File: config.mk
export PLATFORM = sky130hd
export DESIGN_NAME = cpu
export DESIGN_NICKNAME = d
export VERILOG_FILES = /design/src/design/rv_pkg.sv /design/src/design/cpu.sv /design/src/design/mem_ctrl.sv /design/src/design/alu.sv /design/src/design/decoder.sv /design/src/design/regfile.sv
export SDC_FILE = /design/constraint.sdc
export NUM_CORES = 2
export LEC_CHECK = 0
export BUFFER_PORTS_ARGS = -buffer_cell sky130_fd_sc_hd__clkbuf_2
export CELL_PAD_IN_SITES_DETAIL_PLACEMENT = 2
export CELL_PAD_IN_SITES_GLOBAL_PLACEMENT = 2
export CORE_MARGIN = 2
export CORE_UTILIZATION = 50
export CTS_BUF_LIST = sky130_fd_sc_hd__clkbuf_4 sky130_fd_sc_hd__clkbuf_8
export CTS_CLUSTER_DIAMETER = 150
export DETAILED_ROUTE_END_ITERATION = 10
export PLACE_DENSITY_LB_ADDON = 0.1
export SYNTH_ARGS = -nofsm -noshare
export SYNTH_HDL_FRONTEND = slang
export SYNTH_SLANG_ARGS = --single-unit
File: constraint.sdc
create_clock -name clk_in -period 20.5 [get_ports clk_in]
set_input_delay 4.1 -clock clk_in [delete_from_list [all_inputs] [get_ports clk_in]]
set_output_delay 4.1 -clock clk_in [all_outputs]
set_load 0.01 [all_outputs]
File: src/design/rv_pkg.sv
/* Shared widths and enumerations of the multi-cycle RV32I core:
   major opcodes, ALU operations, control states and memory commands */
package rv_pkg;

    // data and address width
    localparam int xlen = 32;

    // register index width
    localparam int reg_addr_w = 5;

    // major opcodes, bits 6:0 of the instruction word
    typedef enum logic [6:0] {
        op_lui    = 7'b0110111,
        op_imm    = 7'b0010011,
        op_reg    = 7'b0110011,
        op_branch = 7'b1100011,
        op_jal    = 7'b1101111,
        op_load   = 7'b0000011,
        op_store  = 7'b0100011,
        op_other  = 7'b0000000
    } opcode_e;

    // operations of the execute unit
    typedef enum logic [2:0] {
        alu_add,
        alu_sub,
        alu_slt,
        alu_xor,
        alu_or,
        alu_and,
        alu_pass_b
    } alu_op_e;

    // one instruction walks these states in order, st_mem only for lw and sw
    typedef enum logic [1:0] {
        st_fetch,
        st_execute,
        st_mem,
        st_writeback
    } cpu_state_e;

    // kind of word access on the byte port
    typedef enum logic {
        cmd_read,
        cmd_write
    } mem_cmd_e;

endpackage
File: src/design/cpu.sv
/* RV32I core top: program counter, instruction register, control FSM
   and the wiring of decoder, register file, ALU and memory sequencer */
module cpu #(
    parameter int data_w = rv_pkg::xlen,
    parameter int reg_w  = rv_pkg::reg_addr_w
) (
    input  logic              clk_in,
    input  logic              rst_in,
    input  logic              rdy_in,
    input  logic [7:0]        mem_din_i,
    output logic [7:0]        mem_dout_o,
    output logic [data_w-1:0] mem_addr_o,
    output logic              mem_wr_o,
    output logic [data_w-1:0] dbgreg_dout_o
);
    import rv_pkg::*;

    cpu_state_e        state_q;
    logic [data_w-1:0] pc_q;
    logic [data_w-1:0] ir_q;
    logic [data_w-1:0] load_q;
    logic              req_q;

    opcode_e           opcode;
    alu_op_e           alu_op;
    logic [reg_w-1:0]  rs1, rs2, rd;
    logic [data_w-1:0] imm;
    logic              use_imm, wreg, is_branch, branch_ne;
    logic [data_w-1:0] rdata1, rdata2;
    logic [data_w-1:0] alu_a, alu_b, alu_result;
    logic              alu_equal;
    logic              branch_taken;
    logic [data_w-1:0] pc_plus4, pc_target, wb_data;
    logic              mem_start, mem_done;
    mem_cmd_e          mem_cmd;
    logic [data_w-1:0] mem_base, mem_rdata;

    assign dbgreg_dout_o = pc_q;

    // operand select, pc feeds the adder for jal
    assign alu_a = (opcode == op_jal) ? pc_q : rdata1;
    assign alu_b = use_imm ? imm : rdata2;

    assign pc_plus4     = pc_q + 4;
    assign pc_target    = pc_q + imm;
    assign branch_taken = is_branch && (alu_equal != branch_ne);

    always_comb
    begin
        case (opcode)
            op_jal:  wb_data = pc_plus4;
            op_load: wb_data = load_q;
            default: wb_data = alu_result;
        endcase
    end

    // one word request per fetch or memory state
    assign mem_start = (state_q == st_fetch || state_q == st_mem) && !req_q;
    assign mem_cmd   = (state_q == st_mem && opcode == op_store) ? cmd_write : cmd_read;
    assign mem_base  = (state_q == st_fetch) ? pc_q : alu_result;

    always_ff @(posedge clk_in)
    begin
        if (rst_in)
        begin
            state_q <= st_fetch;
            pc_q    <= '0;
            req_q   <= 1'b0;
        end
        else if (rdy_in)
        begin
            if (mem_done)
                req_q <= 1'b0;
            else if (mem_start)
                req_q <= 1'b1;

            case (state_q)
                st_fetch:
                begin
                    if (mem_done)
                        state_q <= st_execute;
                end
                st_execute:
                begin
                    if (opcode == op_load || opcode == op_store)
                        state_q <= st_mem;
                    else
                        state_q <= st_writeback;
                end
                st_mem:
                begin
                    if (mem_done)
                        state_q <= st_writeback;
                end
                default:
                begin
                    // st_writeback, register write happens in this cycle too
                    if (opcode == op_jal)
                        pc_q <= alu_result;
                    else if (branch_taken)
                        pc_q <= pc_target;
                    else
                        pc_q <= pc_plus4;
                    state_q <= st_fetch;
                end
            endcase
        end
    end

    always_ff @(posedge clk_in)
    begin
        if (rdy_in && mem_done && state_q == st_fetch)
            ir_q <= mem_rdata;
        if (rdy_in && mem_done && state_q == st_mem)
            load_q <= mem_rdata;
    end

    decoder #(.data_w(data_w), .reg_w(reg_w)) u_decoder (
        .inst_i      (ir_q),
        .opcode_o    (opcode),
        .alu_op_o    (alu_op),
        .rs1_o       (rs1),
        .rs2_o       (rs2),
        .rd_o        (rd),
        .imm_o       (imm),
        .use_imm_o   (use_imm),
        .wreg_o      (wreg),
        .is_branch_o (is_branch),
        .branch_ne_o (branch_ne)
    );

    regfile #(.data_w(data_w), .addr_w(reg_w)) u_regfile (
        .clk_in   (clk_in),
        .rst_in   (rst_in),
        .rdy_i    (rdy_in),
        .we_i     (state_q == st_writeback && wreg),
        .waddr_i  (rd),
        .wdata_i  (wb_data),
        .raddr1_i (rs1),
        .raddr2_i (rs2),
        .rdata1_o (rdata1),
        .rdata2_o (rdata2)
    );

    alu #(.data_w(data_w)) u_alu (
        .op_i     (alu_op),
        .a_i      (alu_a),
        .b_i      (alu_b),
        .result_o (alu_result),
        .equal_o  (alu_equal)
    );

    mem_ctrl #(.data_w(data_w)) u_mem_ctrl (
        .clk_in     (clk_in),
        .rst_in     (rst_in),
        .rdy_i      (rdy_in),
        .start_i    (mem_start),
        .cmd_i      (mem_cmd),
        .base_i     (mem_base),
        .wdata_i    (rdata2),
        .done_o     (mem_done),
        .rdata_o    (mem_rdata),
        .mem_din_i  (mem_din_i),
        .mem_dout_o (mem_dout_o),
        .mem_addr_o (mem_addr_o),
        .mem_wr_o   (mem_wr_o)
    );

endmodule

File: src/design/mem_ctrl.sv
/* Byte-serial memory sequencer: word fetch, word load and word store
   over the 8-bit port, little-endian */
module mem_ctrl #(
    parameter int data_w = rv_pkg::xlen
) (
    input  logic              clk_in,
    input  logic              rst_in,
    input  logic              rdy_i,
    input  logic              start_i,
    input  rv_pkg::mem_cmd_e  cmd_i,
    input  logic [data_w-1:0] base_i,
    input  logic [data_w-1:0] wdata_i,
    output logic              done_o,
    output logic [data_w-1:0] rdata_o,
    input  logic [7:0]        mem_din_i,
    output logic [7:0]        mem_dout_o,
    output logic [data_w-1:0] mem_addr_o,
    output logic              mem_wr_o
);
    import rv_pkg::*;

    logic              busy_q;
    mem_cmd_e          cmd_q;
    logic [2:0]        cnt_q;
    logic [data_w-1:0] addr_q;
    logic [data_w-1:0] wdata_q;
    logic [data_w-1:0] word_q;
    logic              pend_q;
    logic              active;
    mem_cmd_e          cur_cmd;
    logic              read_issue;

    // byte 0 goes out in the start cycle straight from the request
    assign active     = start_i || busy_q;
    assign cur_cmd    = busy_q ? cmd_q : cmd_i;
    assign mem_addr_o = start_i ? base_i : addr_q;
    assign mem_wr_o   = rdy_i && active && (cur_cmd == cmd_write);
    assign mem_dout_o = busy_q ? wdata_q[8*cnt_q[1:0] +: 8] : wdata_i[7:0];

    // writes end with lane 3 and reads one cycle after their last address
    assign done_o = busy_q && ((cmd_q == cmd_write) ? (cnt_q == 3'd3) : (cnt_q == 3'd4));

    assign read_issue = active && (cur_cmd == cmd_read) && !(busy_q && cnt_q == 3'd4);

    // last byte is forwarded so the word is complete in the done cycle
    assign rdata_o = pend_q ? {mem_din_i, word_q[data_w-1:8]} : word_q;

    always_ff @(posedge clk_in)
    begin
        if (rst_in)
        begin
            busy_q <= 1'b0;
            cmd_q  <= cmd_read;
            cnt_q  <= '0;
            addr_q <= '0;
        end
        else if (rdy_i)
        begin
            if (start_i && !busy_q)
            begin
                busy_q <= 1'b1;
                cmd_q  <= cmd_i;
                cnt_q  <= 3'd1;
                addr_q <= base_i + 1;
            end
            else if (busy_q)
            begin
                if (done_o)
                    busy_q <= 1'b0;
                else
                begin
                    cnt_q <= cnt_q + 3'd1;
                    // address stays on base+3 while the last read byte returns
                    if (cnt_q < 3'd3)
                        addr_q <= addr_q + 1;
                end
            end
        end
    end

    always_ff @(posedge clk_in)
    begin
        if (rdy_i && start_i && !busy_q)
            wdata_q <= wdata_i;
    end

    // the ram answers on every edge so a byte is taken one cycle
    // after its address was accepted whether paused or not
    always_ff @(posedge clk_in)
    begin
        if (rst_in)
            pend_q <= 1'b0;
        else
            pend_q <= rdy_i && read_issue;
    end

    always_ff @(posedge clk_in)
    begin
        if (pend_q)
            word_q <= {mem_din_i, word_q[data_w-1:8]};
    end

    // a pause does not move the address
    assert property (@(posedge clk_in) disable iff (rst_in)
        !rdy_i |=> $stable(mem_addr_o));

    // control waits for done before the next word
    assert property (@(posedge clk_in) disable iff (rst_in) busy_q |-> !start_i);

endmodule

File: src/design/alu.sv
/* Execute unit: arithmetic and logic result plus operand equality */
module alu #(
    parameter int data_w = rv_pkg::xlen
) (
    input  rv_pkg::alu_op_e   op_i,
    input  logic [data_w-1:0] a_i,
    input  logic [data_w-1:0] b_i,
    output logic [data_w-1:0] result_o,
    output logic              equal_o
);
    import rv_pkg::*;

    logic less;

    // slt compares as two's complement
    assign less = $signed(a_i) < $signed(b_i);

    always_comb
    begin
        case (op_i)
            alu_add:    result_o = a_i + b_i;
            alu_sub:    result_o = a_i - b_i;
            alu_slt:    result_o = {{(data_w-1){1'b0}}, less};
            alu_xor:    result_o = a_i ^ b_i;
            alu_or:     result_o = a_i | b_i;
            alu_and:    result_o = a_i & b_i;
            // lui passes the shifted immediate
            alu_pass_b: result_o = b_i;
            default:    result_o = '0;
        endcase
    end

    // beq/bne decision is made in the control from this flag
    assign equal_o = (a_i == b_i);

endmodule

File: src/design/decoder.sv
/* Instruction decoder: opcode class, ALU operation, register fields,
   sign-extended immediate and write/branch flags */
module decoder #(
    parameter int data_w = rv_pkg::xlen,
    parameter int reg_w  = rv_pkg::reg_addr_w
) (
    input  logic [data_w-1:0] inst_i,
    output rv_pkg::opcode_e   opcode_o,
    output rv_pkg::alu_op_e   alu_op_o,
    output logic [reg_w-1:0]  rs1_o,
    output logic [reg_w-1:0]  rs2_o,
    output logic [reg_w-1:0]  rd_o,
    output logic [data_w-1:0] imm_o,
    output logic              use_imm_o,
    output logic              wreg_o,
    output logic              is_branch_o,
    output logic              branch_ne_o
);
    import rv_pkg::*;

    logic [2:0]        funct3;
    logic [6:0]        funct7;
    logic [data_w-1:0] imm_i_fmt, imm_s_fmt, imm_b_fmt, imm_u_fmt, imm_j_fmt;

    assign funct3 = inst_i[14:12];
    assign funct7 = inst_i[31:25];
    assign rs1_o  = inst_i[15 +: reg_w];
    assign rs2_o  = inst_i[20 +: reg_w];
    assign rd_o   = inst_i[7 +: reg_w];

    assign imm_i_fmt = {{(data_w-11){inst_i[31]}}, inst_i[30:20]};
    assign imm_s_fmt = {{(data_w-11){inst_i[31]}}, inst_i[30:25], inst_i[11:7]};
    assign imm_b_fmt = {{(data_w-12){inst_i[31]}}, inst_i[7], inst_i[30:25],
                        inst_i[11:8], 1'b0};
    assign imm_u_fmt = {{(data_w-31){inst_i[31]}}, inst_i[30:12], 12'b0};
    assign imm_j_fmt = {{(data_w-20){inst_i[31]}}, inst_i[19:12], inst_i[20],
                        inst_i[30:21], 1'b0};

    always_comb
    begin
        // anything not matched below stays a no-op
        opcode_o    = op_other;
        alu_op_o    = alu_add;
        imm_o       = imm_i_fmt;
        use_imm_o   = 1'b0;
        wreg_o      = 1'b0;
        is_branch_o = 1'b0;
        branch_ne_o = 1'b0;
        case (inst_i[6:0])
            op_lui:
            begin
                opcode_o  = op_lui;
                alu_op_o  = alu_pass_b;
                imm_o     = imm_u_fmt;
                use_imm_o = 1'b1;
                wreg_o    = 1'b1;
            end
            op_imm:
            begin
                opcode_o  = op_imm;
                use_imm_o = 1'b1;
                wreg_o    = 1'b1;
                case (funct3)
                    3'b000:  alu_op_o = alu_add;
                    3'b010:  alu_op_o = alu_slt;
                    3'b100:  alu_op_o = alu_xor;
                    3'b110:  alu_op_o = alu_or;
                    3'b111:  alu_op_o = alu_and;
                    default:
                    begin
                        // sltiu and the shifts
                        opcode_o = op_other;
                        wreg_o   = 1'b0;
                    end
                endcase
            end
            op_reg:
            begin
                if (funct7 == 7'b0000000 || (funct7 == 7'b0100000 && funct3 == 3'b000))
                begin
                    opcode_o = op_reg;
                    wreg_o   = 1'b1;
                    case (funct3)
                        3'b000:  alu_op_o = funct7[5] ? alu_sub : alu_add;
                        3'b010:  alu_op_o = alu_slt;
                        3'b100:  alu_op_o = alu_xor;
                        3'b110:  alu_op_o = alu_or;
                        3'b111:  alu_op_o = alu_and;
                        default:
                        begin
                            opcode_o = op_other;
                            wreg_o   = 1'b0;
                        end
                    endcase
                end
            end
            op_branch:
            begin
                // beq and bne only
                if (funct3 == 3'b000 || funct3 == 3'b001)
                begin
                    opcode_o    = op_branch;
                    imm_o       = imm_b_fmt;
                    is_branch_o = 1'b1;
                    branch_ne_o = funct3[0];
                end
            end
            op_jal:
            begin
                opcode_o  = op_jal;
                imm_o     = imm_j_fmt;
                use_imm_o = 1'b1;
                wreg_o    = 1'b1;
            end
            op_load:
            begin
                if (funct3 == 3'b010)
                begin
                    opcode_o  = op_load;
                    use_imm_o = 1'b1;
                    wreg_o    = 1'b1;
                end
            end
            op_store:
            begin
                if (funct3 == 3'b010)
                begin
                    opcode_o  = op_store;
                    imm_o     = imm_s_fmt;
                    use_imm_o = 1'b1;
                end
            end
            default:
            begin
                opcode_o = op_other;
            end
        endcase
    end

endmodule

File: src/design/regfile.sv
/* 32 x 32 register file, two asynchronous reads and one synchronous write */
module regfile #(
    parameter int data_w = rv_pkg::xlen,
    parameter int addr_w = rv_pkg::reg_addr_w
) (
    input  logic              clk_in,
    input  logic              rst_in,
    input  logic              rdy_i,
    input  logic              we_i,
    input  logic [addr_w-1:0] waddr_i,
    input  logic [data_w-1:0] wdata_i,
    input  logic [addr_w-1:0] raddr1_i,
    input  logic [addr_w-1:0] raddr2_i,
    output logic [data_w-1:0] rdata1_o,
    output logic [data_w-1:0] rdata2_o
);

    // x0 has no storage
    logic [data_w-1:0] regs_q [1:2**addr_w-1];

    always_ff @(posedge clk_in)
    begin
        if (rst_in)
        begin
            for (int i = 1; i < 2**addr_w; i++)
                regs_q[i] <= '0;
        end
        else if (rdy_i && we_i && waddr_i != '0)
            regs_q[waddr_i] <= wdata_i;
    end

    assign rdata1_o = (raddr1_i == '0) ? '0 : regs_q[raddr1_i];
    assign rdata2_o = (raddr2_i == '0) ? '0 : regs_q[raddr2_i];

    // a register written in one cycle reads back the new value in the next
    assert property (@(posedge clk_in) disable iff (rst_in)
        (rdy_i && we_i && waddr_i != '0) |=>
            (raddr1_i != $past(waddr_i) || rdata1_o == $past(wdata_i)));

endmodule

==> impl_metrics.csv <==
group,metric,value,unit
clock_tree,htreeDepth,4,
routing,drcViolationCount,0,
sta,tightestPinTransition,1.518,ns
synthesis,synth_edf_count,1120,
power_and_ir_drop,p_leak,0.02890,uW
routing,wl_per_cell,51.43,um
routing,routed_wl,407.4,mm
synthesis,syn_avg_cell_area,12.28,sq um
layout,final_nets,5984,
clock_tree,cts.sinks,1235,
setup_path,r2r_setup_slack,9.85,ns
routing,vias_per_cell,8.165,
sta,fin_skew,0.1331,ns
global_route,grt_first_pass_wirelength,555.5,mm
clock_tree,tritoncts,"yes",
routing,first_pass_iters,7,
job,maxCapViolCount,2,
hold_path,min_to,"u_mem_ctrl.addr_q[25]",
sta,period_minus_slack,14.37,ns
global_route,grt_overflow,0,
clock_tree,clock_path_buffers,3,
clock_tree,ctsHoldBuffers,0,
routing,drt_iter0_markers,12470,
hold_path,min_from,"u_mem_ctrl.addr_q[25]",
synthesis,synth_cell_type_count,97,
sta,report.final.slew_viol_count,3,
synthesis,postSynth.asyncResetShare,0,%
clock_tree,clk_pin_slew,0.06,ns
layout,drive_gt1_share,25.14,%
sta,max_freq,0.06958,GHz
placement,dp_slack,7.746,ns
setup_path,reg2regPathDepth,21,
clock_tree,clk_latency,1.03,ns
clock_tree,cts_root_buf,"clkbuf_8",
clock_tree,cts_resized,0,
sta,rsz0062_at_grt,"false",
placement,place_area,74420,sq um
global_route,antenna_found_initial,57,
hold_path,hold_class,"reg -> reg",
clock_tree,cts_buffers,210,
placement,port-buffer-count,83,
sta,hold_violations,0,
layout,area.growth.synth_to_final,10.31,%
routing,final_antenna_net_count,0,
floorplan,die_w,381.7,um
placement,gp_congestion,1.017,
power_and_ir_drop,power,6055,uW
status,status,"complete, but fails checks",
synthesis,yosys_warnings,0,
setup_path,crit_chain,"buf_12 > buf_4 > buf_4 > mux4_2 > mux4_2 > mux2i_1 > o21ai_0 > ha_1 > inv_1 > a21oi_1 > o31ai_1 > o21ai_0 > a31oi_1 > a221oi_1 > nor2_1 > a211o_1 > a2bb2oi_1 > a21o_1 > o21ai_0 > clkbuf_2",
sta,finalSetupViolations,0,
synthesis,synth_seq_area_share,50.37,%
setup_path,cpMostUsedCell,"o21ai_0",
setup_path,crit_fanout,121,
power_and_ir_drop,peakVddDrop,80.95,uV
floorplan,dieArea,145700,sq um
setup_path,startpoint_type,"flip-flop",
floorplan,die_h,381.7,um
global_route,grt_pass1_vias,65180,
status,violations,"max-capacitance violations, max-slew violations",
synthesis,syn_inst,5809,
power_and_ir_drop,power_density,76.94,nW/um^2
placement,hpwl,235.0,mm
setup_path,endpoint_kind,"output pin",
setup_path,worstPathRequired,16.40,ns
sta,period_share,70.11,%
floorplan,num_rows,138,
layout,fin_area,78690,sq um
floorplan,initial_core_util,50.38,%
layout,final_core_util,55.58,%
setup_path,crit_arrival,10.27,ns
clock_tree,cts_setup_buffers,0,
sta,setup_ws,6.128,ns
setup_path,r2r-end,"u_mem_ctrl.addr_q[29]",
floorplan,coreArea,141600,sq um
setup_path,critPathMaxStageDelay,0.95,ns
sta,fin_setup_tns,0,ns
setup_path,crit_slowest_cell,"mux2i_1",
synthesis,synth_area,71330,sq um
routing,vias,64670,
hold_path,holdPathStages,2,
sta,max-slew-margin-rel,-2.258,%
setup_path,crit_type,"reg -> out",
global_route,grt_max_degree,122,
synthesis,synth_seq_cells,1235,
synthesis,ys.flop_type,"edfxtp_1",
global_route,grt_usage,55.61,%
layout,final_common_cell,"nor2_1",
floorplan,ios,84,
layout,mostFrequentLayoutCells,"nor2_1, edfxtp_1, mux4_2",
## cell families after synthesis
logic type                 count (synthesis)  synth area share, %
and+or+nand+nor                         2062                12.34
buffers and inverters                    683                3.638
xor gates and xnor gates                  83                1.019
other                                      1             0.005257
muxes                                    798                22.66
AOI/OAI and AO/OA                        803                7.404
adders and majority gates                144                2.557
DFF                                     1235                50.37
## metrics by stage
stage	hold WS (ns)	cells
after detailed placement	0.4684	7505
final	0.4759	7921
after floorplan	0.4389	5840
after global placement	0.4565	7505
after CTS	0.4761	7891
after global routing	0.5018	7897
## critical path: cells and delay by family, from the launching register on
kind	cells	cell delay, ns
compound gates	10	3.16
fa+ha+maj	1	0.73
buf+inv	5	2.57
flops	1	0.36
mux	3	1.94
simple gates	1	0.09
## routing by layer
| metal | global-route usage [%] | up-vias | part of all wire [%] |
|---|---|---|---|
| li1 | - | 21950 | - |
| met1 | 64.18 | 31900 | 31 |
| met2 | 77.50 | 7824 | 41 |
| met3 | 26.17 | 2947 | 16 |
| met4 | 48.09 | 54 | 11 |
| met5 | 0.4960 | - | 0.11 |
## state kept, by name, indices dropped and copies added (netlist names), named ones only
name and count:
u_regfile.regs_q 1024, dbgreg_dout_o 32, ir_q 32, load_q 32
u_mem_ctrl.addr_q 32, u_mem_ctrl.wdata_q 32, u_mem_ctrl.word_q 32, u_mem_ctrl.cnt_q 3
state_q 2, req_q 1, u_mem_ctrl.busy_q 1, u_mem_ctrl.cmd_q 1
u_mem_ctrl.pend_q 1
## power by group
part           leakage (uW)  internal (uW)  switching [uW]
Sequential           0.0124           2860             102
Combinational        0.0143            164             440
Clock               0.00223           1180            1300
Total                0.0289           4210            1850
## synthesized netlist by cell type (8+ instances only)
cell type	count	area [sq um]
ha_1	141	1764
o22ai_1	11	68.82
o31ai_1	24	180.2
o31a_1	8	70.07
dfxtp_1	115	2302
or4_1	9	67.56
mux4_2	646	14550
nand4_1	26	162.7
a211oi_1	43	322.8
nand2b_1	64	400.4
xnor2_1	55	481.7
a31oi_1	29	181.4
nor2b_1	26	162.7
o21ai_0	205	1026
xor2_1	28	245.2
a211o_1	11	96.34
nand2_1	376	1411
mux2i_1	75	750.7
o2111ai_1	11	96.34
nor3b_1	8	60.06
or3_1	24	150.1
inv_1	179	671.9
nor4_1	19	118.9
o221a_2	17	191.4
o21a_1	16	120.1
edfxtp_1	1120	33630
clkbuf_1	412	1546
nor3_1	67	335.3
a21o_1	42	315.3
a22oi_1	12	90.09
and3_1	28	175.2
a32oi_1	8	70.07
o211ai_1	25	187.7
o21ai_1	9	45.04
and2_1	17	106.4
nand3_1	77	385.4
a221oi_1	31	271.5
a21oi_1	208	1041
nor2_1	1267	4756
o21bai_1	8	60.06
or2_2	14	87.58
buf_2	13	65.06
buf_1	76	285.3
o221ai_1	8	70.07
mux2_2	77	867.1
## cell type report
| type | instances | area (sq um) |
|---|---|---|
| timing repair buffer | 281 | 1962 |
| antenna | 28 | 70.07 |
| multi-input combinational | 3922 | 33470 |
| sequential | 1235 | 35970 |
| tap | 1890 | 2365 |
| fill | 13130 | 62900 |
| clock buffer | 291 | 3555 |
| inverter | 179 | 671.9 |
| clock inverter | 95 | 623.1 |
## how the worst max path moves through the flow
stage                     slack [ns]       from  depth (start not counted)             end
after floorplan                10.16  flip-flop                         21  mem_addr_o[30]
after global placement          7.91  flip-flop                         20  mem_addr_o[28]
after detailed placement        7.75  flip-flop                         20  mem_addr_o[28]
after CTS                       6.63  flip-flop                         20  mem_addr_o[28]
after global routing            6.05  flip-flop                         20  mem_addr_o[28]
final                           6.13  flip-flop                         20  mem_addr_o[31]
Note: power is estimated with default switching activity, not from simulation.
